[config.mk]
export PLATFORM = sky130hd
export DESIGN_NAME = uartMemoryTestUnit
export DESIGN_NICKNAME = d
export VERILOG_FILES = /design/src/hw/uartTestPkg.sv /design/src/hw/lineAssembler.sv /design/src/hw/lineMemory.sv /design/src/hw/memoryTestController.sv /design/src/hw/uartMemoryTestUnit.sv /design/src/hw/uartReceiver.sv /design/src/hw/uartTransmitter.sv
export SDC_FILE = /design/constraint.sdc
export NUM_CORES = 1
export LEC_CHECK = 0
export BUFFER_PORTS_ARGS = -buffer_cell sky130_fd_sc_hd__buf_2
export CAP_MARGIN = 15
export CORE_UTILIZATION = 65
export CTS_BUF_LIST = sky130_fd_sc_hd__clkbuf_16
export DETAILED_ROUTE_END_ITERATION = 8
export PLACE_DENSITY = 0.87
export SLEW_MARGIN = 0
export SYNTH_ARGS = -nofsm -noshare
export SYNTH_HDL_FRONTEND = slang
export SYNTH_HIERARCHICAL = 1
export SYNTH_SLANG_ARGS = --single-unit
[constraint.sdc]
create_clock -name clk -period 13 [get_ports clk]
set_clock_uncertainty 0.15 [all_clocks]
set_input_delay 0.65 -clock clk [delete_from_list [all_inputs] [get_ports clk]]
set_output_delay 0.65 -clock clk [all_outputs]
set_load 0.02 [all_outputs]
[src/hw/uartTestPkg.sv]
//////////////////////////////
// UART memory loopback tester.
// Shared sizes, the bit timing and the
// memory line and port types.
//////////////////////////////
package uartTestPkg;

    localparam int ClocksPerBit   = 16;                         // Clock cycles per serial bit.
    localparam int LineSize       = 4;                          // Bytes per memory line.
    localparam int MemoryCapacity = 64;                         // Total bytes stored.
    localparam int LineCount      = MemoryCapacity / LineSize;
    localparam int LineAddrWidth  = $clog2(LineCount);
    localparam int ByteIndexWidth = $clog2(LineSize);

    typedef logic [7:0] byteT;

    // Holds 0 up to a full memory.
    typedef logic [$clog2(MemoryCapacity):0] countT;

    // One memory line, seen as raw bits or as bytes.
    typedef union packed {
        logic [LineSize*8-1:0] bits;
        byteT [LineSize-1:0]   bytes;                           // Byte 0 sits in the low bits.
    } lineT;

    typedef struct packed {
        logic                     enable;
        logic                     isWrite;
        logic [LineAddrWidth-1:0] addr;                         // Line address.
        lineT                     writeLine;
    } memReqT;

    typedef struct packed {
        logic done;                                             // One cycle after each request.
        lineT readLine;
    } memRespT;

endpackage

[src/hw/lineAssembler.sv]
`timescale 1ns/10ps
//////////////////////////////
// Line assembler.
// Collects received bytes into memory lines
// and counts the bytes stored so far.
//////////////////////////////
module lineAssembler (
    input  logic               clk,
    input  logic               rst,
    input  logic               rxValid,
    input  uartTestPkg::byteT  rxData,
    input  logic               writeDone,
    output logic               writeRequest,
    output uartTestPkg::lineT  writeLine,
    output uartTestPkg::countT bytesReceived
);
    logic [uartTestPkg::ByteIndexWidth-1:0] fillIndex;         // Next free byte slot.
    logic memoryFull;
    logic acceptByte;

    assign memoryFull = (bytesReceived == uartTestPkg::MemoryCapacity);
    assign acceptByte = rxValid && !memoryFull;

    always_ff @(posedge clk) begin
        if (rst) begin
            fillIndex     <= '0;
            writeRequest  <= 1'b0;
            bytesReceived <= '0;
        end else begin
            if (acceptByte) begin
                fillIndex <= fillIndex + 1'b1;
                // Last slot filled, hand the line over.
                if (fillIndex == uartTestPkg::LineSize - 1) writeRequest <= 1'b1;
            end
            if (writeDone) begin
                writeRequest  <= 1'b0;
                bytesReceived <= bytesReceived + uartTestPkg::countT'(uartTestPkg::LineSize);
            end
        end
    end

    // The line is held until writeDone, the next byte is a frame away.
    always_ff @(posedge clk) begin
        if (acceptByte) writeLine.bits[{fillIndex, 3'b000} +: 8] <= rxData;
    end

endmodule

[src/hw/lineMemory.sv]
`timescale 1ns/10ps
//////////////////////////////
// Line memory.
// Single port, one line per access,
// done one cycle after each request.
//////////////////////////////
module lineMemory (
    input  logic                 clk,
    input  uartTestPkg::memReqT  memReq,
    output uartTestPkg::memRespT memResp
);
    uartTestPkg::lineT lines [uartTestPkg::LineCount];

    always_ff @(posedge clk) begin
        memResp.done <= memReq.enable;                         // Fixed one-cycle latency.
    end

    always_ff @(posedge clk) begin
        if (memReq.enable) begin
            if (memReq.isWrite) begin
                lines[memReq.addr] <= memReq.writeLine;
            end else begin
                memResp.readLine <= lines[memReq.addr];        // Valid in the done cycle.
            end
        end
    end

endmodule

[src/hw/memoryTestController.sv]
`timescale 1ns/10ps
//////////////////////////////
// Memory test controller.
// Fills the memory from the assembler, then
// reads it back byte by byte to the transmitter.
//////////////////////////////
module memoryTestController (
    input  logic                 clk,
    input  logic                 rst,
    input  logic                 writeRequest,
    input  uartTestPkg::lineT    writeLine,
    input  uartTestPkg::countT   bytesReceived,
    output logic                 writeDone,
    output uartTestPkg::memReqT  memReq,
    input  uartTestPkg::memRespT memResp,
    input  logic                 txEmpty,
    output logic                 txWrite,
    output uartTestPkg::byteT    txData,
    output logic                 finished
);
    typedef enum logic [1:0] {
        stateReceive,
        stateTransmit,
        stateFinished
    } ctrlStateT;

    ctrlStateT          state;
    uartTestPkg::countT txCount;                               // Bytes handed to the transmitter.

    always_comb begin
        memReq.isWrite   = (state == stateReceive);
        memReq.writeLine = writeLine;
        case (state)
            stateReceive: begin
                // A done cycle closes the access, no second request then.
                memReq.enable = writeRequest && !memResp.done;
                memReq.addr   = bytesReceived[uartTestPkg::ByteIndexWidth +:
                                              uartTestPkg::LineAddrWidth];
            end
            stateTransmit: begin
                memReq.enable = txEmpty && !memResp.done;      // One read per free transmitter.
                memReq.addr   = txCount[uartTestPkg::ByteIndexWidth +: uartTestPkg::LineAddrWidth];
            end
            default: begin
                memReq.enable = 1'b0;
                memReq.addr   = txCount[uartTestPkg::ByteIndexWidth +: uartTestPkg::LineAddrWidth];
            end
        endcase

        writeDone = (state == stateReceive) && memResp.done;
        txWrite   = (state == stateTransmit) && memResp.done;
        txData    = memResp.readLine.bytes[txCount[uartTestPkg::ByteIndexWidth-1:0]];
        finished  = (state == stateFinished);
    end

    always_ff @(posedge clk) begin
        if (rst) begin
            state   <= stateReceive;
            txCount <= '0;
        end else begin
            case (state)
                stateReceive: begin
                    if (bytesReceived == uartTestPkg::MemoryCapacity) state <= stateTransmit;
                end
                stateTransmit: begin
                    if (txWrite) begin
                        txCount <= txCount + 1'b1;
                        if (txCount == uartTestPkg::MemoryCapacity - 1) state <= stateFinished;
                    end
                end
                stateFinished: state <= stateFinished;         // One pass only.
                default:       state <= stateReceive;
            endcase
        end
    end

endmodule

[src/hw/uartMemoryTestUnit.sv]
`timescale 1ns/10ps
//////////////////////////////
// UART memory loopback tester, top level.
// Stores 64 received bytes, then echoes them.
//////////////////////////////
module uartMemoryTestUnit (
    input  logic               clk,
    input  logic               rst,
    input  logic               uartRx,
    output logic               uartTx,
    output uartTestPkg::countT bytesReceived,
    output logic               finished
);
    logic                 rxValid;
    uartTestPkg::byteT    rxData;
    logic                 writeRequest;
    logic                 writeDone;
    uartTestPkg::lineT    writeLine;
    uartTestPkg::memReqT  memReq;
    uartTestPkg::memRespT memResp;
    logic                 txEmpty;
    logic                 txWrite;
    uartTestPkg::byteT    txData;

    uartReceiver receiver0 (.clk, .rst, .rx(uartRx), .rxValid, .rxData);

    lineAssembler assembler0 (
        .clk, .rst, .rxValid, .rxData, .writeDone,
        .writeRequest, .writeLine, .bytesReceived
    );

    memoryTestController controller0 (
        .clk, .rst, .writeRequest, .writeLine, .bytesReceived, .writeDone,
        .memReq, .memResp, .txEmpty, .txWrite, .txData, .finished
    );

    lineMemory memory0 (.clk, .memReq, .memResp);

    uartTransmitter transmitter0 (.clk, .rst, .txWrite, .txData, .tx(uartTx), .txEmpty);

endmodule

[src/hw/uartReceiver.sv]
`timescale 1ns/10ps
//////////////////////////////
// UART receiver, 8N1.
// Synchronises the line, finds the start edge
// and samples every bit at mid-bit.
//////////////////////////////
module uartReceiver (
    input  logic              clk,
    input  logic              rst,
    input  logic              rx,
    output logic              rxValid,
    output uartTestPkg::byteT rxData
);
    typedef enum logic [1:0] {
        stateIdle,
        stateStart,
        stateData,
        stateStop
    } rxStateT;

    rxStateT state;
    logic    rxMeta;
    logic    rxSync;
    logic    [2:0] bitIndex;
    logic    [$clog2(uartTestPkg::ClocksPerBit)-1:0] bitTimer;
    logic    halfBit;
    logic    fullBit;

    assign halfBit = (bitTimer == uartTestPkg::ClocksPerBit / 2 - 1);
    assign fullBit = (bitTimer == uartTestPkg::ClocksPerBit - 1);

    // Two-flop synchroniser, idles high.
    always_ff @(posedge clk) begin
        if (rst) begin
            rxMeta <= 1'b1;
            rxSync <= 1'b1;
        end else begin
            rxMeta <= rx;
            rxSync <= rxMeta;
        end
    end

    always_ff @(posedge clk) begin
        if (rst) begin
            state    <= stateIdle;
            bitTimer <= '0;
            bitIndex <= '0;
            rxValid  <= 1'b0;
        end else begin
            rxValid  <= 1'b0;
            bitTimer <= bitTimer + 1'b1;
            case (state)
                stateIdle: begin
                    bitTimer <= '0;
                    if (!rxSync) state <= stateStart;          // Falling start edge.
                end
                stateStart: begin
                    if (halfBit) begin
                        bitTimer <= '0;
                        bitIndex <= '0;
                        // Line went high again, so it was a glitch.
                        state    <= rxSync ? stateIdle : stateData;
                    end
                end
                stateData: begin
                    if (fullBit) begin
                        bitTimer <= '0;
                        bitIndex <= bitIndex + 1'b1;
                        if (bitIndex == 3'd7) state <= stateStop;
                    end
                end
                stateStop: begin
                    if (fullBit) begin
                        rxValid <= rxSync;                     // Low stop bit drops the frame.
                        state   <= stateIdle;
                    end
                end
                default: state <= stateIdle;
            endcase
        end
    end

    // LSB arrives first, so shift in from the top.
    always_ff @(posedge clk) begin
        if (state == stateData && fullBit) rxData <= {rxSync, rxData[7:1]};
    end

endmodule

[src/hw/uartTransmitter.sv]
`timescale 1ns/10ps
//////////////////////////////
// UART transmitter, 8N1.
// Sends one 10-bit frame per write,
// LSB first, and idles high.
//////////////////////////////
module uartTransmitter (
    input  logic              clk,
    input  logic              rst,
    input  logic              txWrite,
    input  uartTestPkg::byteT txData,
    output logic              tx,
    output logic              txEmpty
);
    logic [9:0] frame;                                         // Stop, data, start.
    logic [3:0] bitCount;
    logic [$clog2(uartTestPkg::ClocksPerBit)-1:0] bitTimer;
    logic busy;
    logic bitEnd;

    assign bitEnd  = (bitTimer == uartTestPkg::ClocksPerBit - 1);
    assign txEmpty = !busy;
    assign tx      = busy ? frame[0] : 1'b1;

    always_ff @(posedge clk) begin
        if (rst) begin
            busy     <= 1'b0;
            bitTimer <= '0;
            bitCount <= '0;
        end else if (!busy) begin
            bitTimer <= '0;
            bitCount <= '0;
            if (txWrite) busy <= 1'b1;
        end else if (bitEnd) begin
            bitTimer <= '0;
            bitCount <= bitCount + 1'b1;
            if (bitCount == 4'd9) busy <= 1'b0;                // End of the stop bit.
        end else begin
            bitTimer <= bitTimer + 1'b1;
        end
    end

    always_ff @(posedge clk) begin
        if (!busy && txWrite) begin
            frame <= {1'b1, txData, 1'b0};
        end else if (busy && bitEnd) begin
            frame <= {1'b1, frame[9:1]};
        end
    end

endmodule

# --- Yosys cells after proc, flatten, opt, wreduce, memory -nomap -nowiden ---
# Memories as Yosys holds them, arrays and structs flattened. A register that Yosys moved wholly into a read port is not among the register bits.
# Cells that the tools add are included.
totals:
  reg_bits: 90
  ramBits: 512
  in_bits: 3
  output_inout_bits: 9
  mem_count: 1
op_classes:
  addsub: 8
  magnitude_cmp: 1
  n_eq_ne: 21
  shift: 2
  n_mux: 32
  n_bitwise: 4
  n_reduce_logical: 25
memory_table:
  columns: ["name", "depth", "width", "read_ports", "rd_ports_with_merged_regs", "write_ports", "line", "source"]
  rows:
  - ["memory0.lines", 16, 32, 1, 1, 1, "lineMemory.sv:12", "uartTestPkg::lineT lines [uartTestPkg::LineCount];"]
op_table:
  columns: ["operator", "n"]
  rows:
  - ["$bwmux 32", 1]
  - ["$shift 8x7->32 const A", 1]
  - ["$shiftx 8x7->32", 1]
  - ["$mux 2", 9]
  - ["$mux 9", 2]
  - ["$bmux 8 s2", 1]
  - ["$add 4x1->4 const B", 3]
  - ["$eq 4x4->1 const B", 3]
  - ["$mux 4", 3]
  - ["$pmux 4 s3", 1]
  - ["$ne 2x1->1 const B", 5]
  - ["$eq 2x2->1 const B", 4]
  - ["$logic_and 1x1->1", 8]
  - ["$mux 1", 8]
  - ["$mux 8", 1]
  - ["$pmux 2 s4", 1]
  - ["$add 7x1->7 const B", 1]
  - ["$add 7x3->7 const B", 1]
  - ["$eq 7x6->1 const B", 1]
  - ["$eq 7x7->1 const B", 1]
  - ["$neg 5->7", 1]
  - ["$mux 3", 2]
  - ["$ne 2x2->1 const B", 3]
  - ["$pmux 2 s3", 1]
  - ["other kinds (17)", 30]

# --- Depth between registers and ports, before layout ---
# Gate-level depths: netlist (run 1).
logic_depth:
  ltp_word: 5
  depth_mapped: 10

# --- Hierarchy ---
# Netlist (run 1), hierarchy kept.
by_module_without_submodules:
  columns: ["module", "n_inst", "cells_each", "area_each_um2"]
  rows:
  - ["lineMemory", 1, 845, 20236.9]
  - ["lineAssembler", 1, 121, 1731.7]
  - ["memoryTestController", 1, 103, 1016.0]
  - ["uartReceiver", 1, 63, 775.7]
  - ["uartTransmitter", 1, 68, 773.2]

# --- Worst setup path after synthesis (run 1) ---
# OpenSTA, ideal clock, no wires.
synth_path:
  path_type: "register -> register"
  startpoint: "register controller0.state[0]"
  endpoint: "memory memory0/lines[0][0] in the netlist's numbering (enable)"
  arrival_time_ns: 4.168
  t_required_ns: 12.389
  path_slack_ns: 8.221
  path_stages_with_launch: 10
  n_path_buf: 4
  cell_sequence: "dfxtp_1 inv_1 ha_1 buf_6 mux2_1 clkbuf_1 buf_6 buf_4 or3_1 nor3_1"
synth_lines:
  columns: ["item", "line", "source"]
  rows:
  - ["start: declaration", "memoryTestController.sv:27", "ctrlStateT state;"]
  - ["start signal: assignment", "memoryTestController.sv:58", "state <= stateReceive;"]
  - ["start signal: assignment", "memoryTestController.sv:63", "if (bytesReceived == uartTestPkg::MemoryCapacity) state <= stateTransmit;"]
  - ["start signal: assignment", "memoryTestController.sv:68", "if (txCount == uartTestPkg::MemoryCapacity - 1) state <= stateFinished;"]
  - ["end: declaration", "lineMemory.sv:12", null]

==> out/results.ini, run 1 <==
[placement]
hpwl_um = 28330
port_buffers = 9
gp_congestion = 0.7821
post_dp_cell_area_sq_um = 24960

[clock_network]
cts.clk_slew.worst_paths_ns = 0.06
cts_resized = 0
cts_tree = done
cts_sinks = 632
cts_setup_buffers = 0
cts.path.max_buffers = 3
insertion_delay_ns = 0.61
cts_hold_buf = 0
cts-root-buf = clkbuf_16
cts-buffers-inserted = 58
h-tree-depth = 2

[cells_and_area]
diodes = 0
drive_above_1_share_pct = 23.40
post-route-util_pct = 72.86
final_nets = 1224
areaGrowthSynthToFinish_pct = 9.501
fin_area_sq_um = 26860

[yosys]
yosysTopAreaCellShare_pct = 72.46
synth.distinct_cells = 66
synth_commonest_cells = edfxtp_1, mux4_2, a22oi_1, nand2_1, dfxtp_1
async_reset_ff_share_pct = 0
syn_area_sq_um = 24530
synth_area_leaders = edfxtp_1, mux4_2, dfxtp_1
synth-edff-count = 592
yosysTopAreaCell = edfxtp_1
postSynthCellCount = 1200
yosysSeqAreaShare_pct = 75.72
synth_most_common_cell = edfxtp_1
synth-seq-cells = 632
synth_flop_cell = edfxtp_1
avgSynthCellArea_sq_um = 20.44
yosysWarnings = 6

[hold_path]
hp-start = uartRx
whs_path_depth = 2
hp-class = input pin to flip-flop
whs_endpoint = receiver0/rxMeta

[worst_setup_path]
r2r_cells = 8
crit_fanout = 50
crit_top_cell = buf_4
start_kind = flip-flop
end_kind = flip-flop
arrival_ns = 4.52
r2r_start = controller0/state[0]
worst-setup-path-type = flip-flop to flip-flop
cp_slowest_cell = buf_4
r2r-end = memory0/memResp[4]
critical_path.cell_chain = inv_1 -> ha_1 -> mux2_4 -> buf_4 -> buf_4 -> mux4_2 -> a22oi_1 -> nand2_1
slowest_delay_ns = 0.77
cp.required_ns = 13.18
r2r_setup_slack_ns = 8.66

[die]
die_area_sq_um = 38520
chipWidth_um = 196.3
initial_core_util_pct = 66.54
rows = 70
io_pins = 12
die_y_um = 196.3
core_sq_um = 36870

[sta]
rsz0062_at_grt = no
fin_setup_tns_ns = 0
finalHoldViolCount = 0
slew_viol_final = 0
finalSetupViolCount = 0
min_period_over_period_pct = 33.40
fmax_mhz = 230.3
finalCriticalPeriod_ns = 4.342
slew_headroom_pct = 20.92
worstMarginPinSlew_ns = 1.184

[pwr]
finalPower_mw = 3.912
power.density_nw_per_um2 = 145.6
ir_drop_v = 0.0001786
p_leak_nw = 7.707

[global_route]
grt_overflow_total = 0
grtUsageMet3_pct = 4.796
antenna_found_initial = 2
top_usage_layer = met2
grt_pass1_wl_um = 79920
grt_use_met1_pct = 39.59
grt_usage_pct = 29.27
grt_max_degree = 84
grt_pass1_vias = 12440
grtUsageMet2_pct = 48.10

[detailed_routing]
num_vias = 12040
vias_per_cell = 6.859
drt_iter0_markers = 1364
wirelength_um = 55230
drc = 0
first_pass_iters = 7
final_antenna_net_count = 0
avgRoutedWirePerCell_um = 31.45

[status]
outcome = finished, final reports clean

[run]
drv_cap = 0

## worst max-delay path by stage
stage	from	end	slack, ns	cells past startpoint
floorplan	controller0/state[0]	memory0/lines[0][0]	8.22	9
global placement	controller0/state[0]	memory0/lines[3][1]	8.38	6
detailed placement	controller0/state[0]	memory0/memResp[19]	8.66	7
CTS	controller0/state[0]	memory0/memResp[24]	8.65	7
global route	controller0/state[0]	memory0/memResp[19]	8.41	7
finish	controller0/state[0]	memory0/memResp[4]	8.66	8
## placed cells by master (no fill, tap or decap), drive strengths merged, types with 17 or more instances in the layout
cell	instances
and2	36
inv	29
mux4	136
edfxtp	592
clkbuf	61
clkinv	27
dfxtp	40
nor2	37
ha	17
nand2	44
buf	36
a22oi	64
## metal layers
layer	routed length, um	share of wire, %
met2	28060	51
met4	1957	3.5
met3	5540	10
met1	19680	36
met5	0	0
## area by class of cell
type                            instances  area, sq um
Timing Repair Buffer                   36        347.8
Fill cell                            1964        10010
Inverter                               13        48.80
Tap cell                              504        630.6
Multi-Input combinational cell        463         5482
Clock buffer                           61         1526
Sequential cell                       632        18580
Clock inverter                         47        251.5
## power by group
group,leakage (nW),total (mW),internal (mW),switching (mW)
Sequential,5.04,2.20,2.20,0.00339
Combinational,1.74,0.107,0.0538,0.0536
Clock,0.929,1.60,0.880,0.721
## state kept, by name, summed over array words and instances, names as in the netlist, named ones only
signal	cells
memory0/lines	512
memory0/memResp	33
assembler0/writeLine	32
transmitter0/frame	9
receiver0/rxData	8
controller0/txCount	7
assembler0/bytesReceived	5
receiver0/bitTimer	4
transmitter0/bitCount	4
transmitter0/bitTimer	4
receiver0/bitIndex	3
assembler0/fillIndex	2
controller0/state	2
assembler0/writeRequest	1
receiver0/rxMeta	1
receiver0/rxSync	1
receiver0/rxValid	1
receiver0/state	1
transmitter0/busy	1
## kinds of logic after synthesis
family | share of synthesized area, %
other | 0.01529
AND/OR/NAND/NOR | 4.432
XOR/XNOR | 0.4998
buffers and inverters | 2.596
flip-flops | 75.72
multiplexers | 12.89
adder cells (fa/ha/maj) | 0.8670
AO/OA/AOI/OAI | 2.973
## per-stage QoR
step	setup WS (ns)	cells	hold slack [ns]
after floorplan	8.221	1201	0.2332
after global placement	8.382	1642	0.2535
after detailed placement	8.656	1643	0.2500
after CTS	8.651	1751	0.08336
after global routing	8.414	1756	0.07403
final	8.658	1756	0.08792
## worst max-delay path, delay by kind of cell (launching register included)
family	cells	cell delay, ns
flops	1	0.33
buf+inv	3	1.52
compound gates	1	0.31
mux	2	1.07
fa+ha+maj	1	0.52
simple gates	1	0.13
(Power assumes the default switching activity.)
==> inputs of run 2 (changes only) <==
--- a/config.mk
+++ b/config.mk
@@ -7,10 +7,10 @@
 export LEC_CHECK = 0
 export BUFFER_PORTS_ARGS = -buffer_cell sky130_fd_sc_hd__buf_2
 export CAP_MARGIN = 15
-export CORE_UTILIZATION = 65
+export CORE_UTILIZATION = 63
 export CTS_BUF_LIST = sky130_fd_sc_hd__clkbuf_16
 export DETAILED_ROUTE_END_ITERATION = 8
-export PLACE_DENSITY = 0.87
+export PLACE_DENSITY = 0.85
 export SLEW_MARGIN = 0
 export SYNTH_ARGS = -nofsm -noshare
 export SYNTH_HDL_FRONTEND = slang
==> constraint.sdc (replaced) <==
create_clock -name clk -period 4.34 [get_ports clk]
set_clock_uncertainty 0.15 [all_clocks]
set_input_delay 0.217 -clock clk [delete_from_list [all_inputs] [get_ports clk]]
set_output_delay 0.217 -clock clk [all_outputs]
set_load 0.02 [all_outputs]
==> out/results.ini, run 2 (synthesis results as in run 1) <==
[clock_network]
cts_tree = done
h-tree-depth = 2  ; unchanged
cts-buffers-inserted = 57  ; -1.7%
cts-root-buf = clkbuf_16
insertion_delay_ns = 0.61  ; about the same
cts.clk_slew.worst_paths_ns = 0.07  ; about the same
cts_setup_buffers = 0  ; unchanged
cts.path.max_buffers = 3  ; unchanged
cts_sinks = 632  ; unchanged

[global_route]
grt_pass1_vias = 12600  ; +1.4%
grt_pass1_wl_um = 83880  ; +5.0%
antenna_found_initial = 0  ; -2
grt_overflow_total = 0  ; unchanged
grt_max_degree = 102  ; +21%
grt_usage_pct = 30.29  ; +1.0 points

[sta]
rsz0062_at_grt = no
fin_ws_ns = 0.7607  ; -7.898 ns
slew_headroom_pct = 35.80  ; +15 points
worstMarginPinSlew_ns = 0.9595  ; -0.2242 ns
finalHoldViolCount = 0  ; unchanged
fin_setup_tns_ns = 0  ; unchanged
finalSetupViolCount = 0  ; unchanged
finalCriticalPeriod_ns = 3.579  ; -0.7622 ns
slew_viol_final = 0  ; unchanged
min_period_over_period_pct = 82.47  ; +49 points
fmax_mhz = 279.4  ; +21%

[detailed_routing]
wl_met2_um = 29460  ; +5.0%
final_antenna_net_count = 0  ; unchanged
num_vias = 12200  ; +1.3%
first_pass_iters = 5  ; -2
drt_iter0_markers = 1590  ; +17%
highest_layer = met4
wirelength_um = 57820  ; +4.7%
vias_per_cell = 6.895  ; +0.53%
avgRoutedWirePerCell_um = 32.67  ; +3.9%
routed-wl-met3_um = 5720  ; +3.2%
drc = 0  ; unchanged
met1Wirelength_um = 19960  ; +1.4%

[pwr]
p_int_mw = 9.488  ; +200%
clockPowerShare_pct = 41.8  ; +0.9 points
switching_power_mw = 2.411  ; +210%
power.density_nw_per_um2 = 440.0  ; +200%
seq_power_share_pct = 55.5  ; -0.8 points
p_leak_nw = 7.834  ; +1.6%
switching_share_pct = 20.27  ; +0.38 points
combPwrFrac_pct = 2.8  ; about the same
ir_drop_v = 0.0004028  ; +130%
finalPower_mw = 11.90  ; +200%

[worst_setup_path]
cp.required_ns = 4.41  ; -8.77 ns
worst-setup-path-type = flip-flop to flip-flop
r2r_start = controller0/state[0]
r2r_setup_slack_ns = 0.76  ; -7.90 ns
start_kind = flip-flop
crit_fanout = 55  ; +10%
arrival_ns = 3.65  ; -0.87 ns
r2r-end = memory0/lines[14][22]
end_kind = flip-flop
r2r_cells = 6  ; -2

[placement]
gp_congestion = 0.7764  ; -0.73%
place_worst_setup_slack_ns = 0.8269  ; -7.829 ns
port_buffers = 9  ; unchanged
hpwl_um = 28290  ; -0.16%
post_dp_cell_area_sq_um = 25200  ; +0.96%

[die]
core_sq_um = 38020  ; +3.1%
initial_core_util_pct = 64.53  ; -2.0 points
chipWidth_um = 199.3  ; +1.6%
die_y_um = 199.3  ; +1.6%
rows = 71  ; +1.4%
die_area_sq_um = 39730  ; +3.1%
io_pins = 12  ; unchanged

[cells_and_area]
largest_reg_flops = 512  ; unchanged
areaGrowthSynthToFinish_pct = 10.24
layout_common_cells = edfxtp_1, mux4_2, a22oi_1, clkbuf_16, nand2_1
final_nets = 1230  ; +0.49%
final_common_cell = edfxtp_1
drive_above_1_share_pct = 24.31  ; +0.90 points
diodes = 0  ; unchanged
fin_area_sq_um = 27040  ; +0.67%
post-route-util_pct = 71.13  ; -1.7 points
max_flop_register = memory0/lines

[status]
outcome = finished, final reports clean

[run]
drv_cap = 0  ; unchanged

[hold_path]
whs_path_depth = 3  ; +1
hp-start = uartRx
whs_endpoint = receiver0/rxMeta
hp-class = input pin to flip-flop

## run 2: changes by cell type in the layout (fill, tap and decap cells not counted), moves of 2 or more
| cell | previous run | this run |
|---|---|---|
| nor3_2 | 5 | 1 |
| dlygate4sd3_1 | 0 | 2 |
| nor3_4 | 1 | 5 |
| clkinv_2 | 8 | 14 |
| bufinv_16 | 2 | 5 |
| clkbuf_16 | 61 | 58 |
| buf_16 | 4 | 0 |
| buf_12 | 1 | 11 |
| inv_1 | 28 | 20 |
## run 2: layer usage
layer,GRT usage (%),vias to the layer above
li1,-,4865
met1,39.30,6331
met2,50.47,831
met3,5.367,177
met4,14.14,0
met5,0,-
## run 2: how the worst max path moves through the flow
stage | end | start
2_1_floorplan | memory0/lines[12][0] | controller0/state[0]
3_5_place_dp | memory0/lines[14][21] | controller0/state[0]
3_3_place_gp | memory0/lines[14][28] | controller0/state[0]
5_1_grt | memory0/lines[2][29] | controller0/state[0]
6_report | memory0/lines[14][22] | controller0/state[0]
4_1_cts | memory0/lines[14][22] | controller0/state[0]
## run 2: layout make-up
cell class              instances  area (sq um)
well taps                     511         639.4
clock inverters                50         377.9
multi-input cells             463          5507
clock buffers                  58          1451
inverters                      13         48.80
fillers                      2065         10980
repair buffers                 43         442.9
flip-flops and latches        632         18580
## run 2: stage by stage
stage / hold slack (ns) / std cells
floorplan: 0.1457 / 1201
global route: 0.2270 / 1770
finish: 0.2012 / 1770
global placement: 0.2408 / 1660
CTS: 0.1835 / 1770
detailed placement: 0.2393 / 1660
## run 2: critical path: stages, from the launching register on
cell and delay, ns:
dfxtp_1 0.34, inv_1 0.09, ha_1 0.49, mux2_8 0.66, nand4b_1 0.62, nor2_4 0.23, buf_4 0.58
## run 2: power by group through the flow
stage	registers [mW]	logic (mW)	clock network, mW
floorplan	6.73	0.278	0
CTS	6.60	0.334	5.02
detailed placement	6.73	0.324	0
global route	6.60	0.354	5.21
finish	6.60	0.330	4.97
global placement	6.73	0.315	0
## run 2: what timing repair did
action,CTS,global route
resized for setup,0,0
endpoints found under the hold margin,13,0
hold buffers,2,0
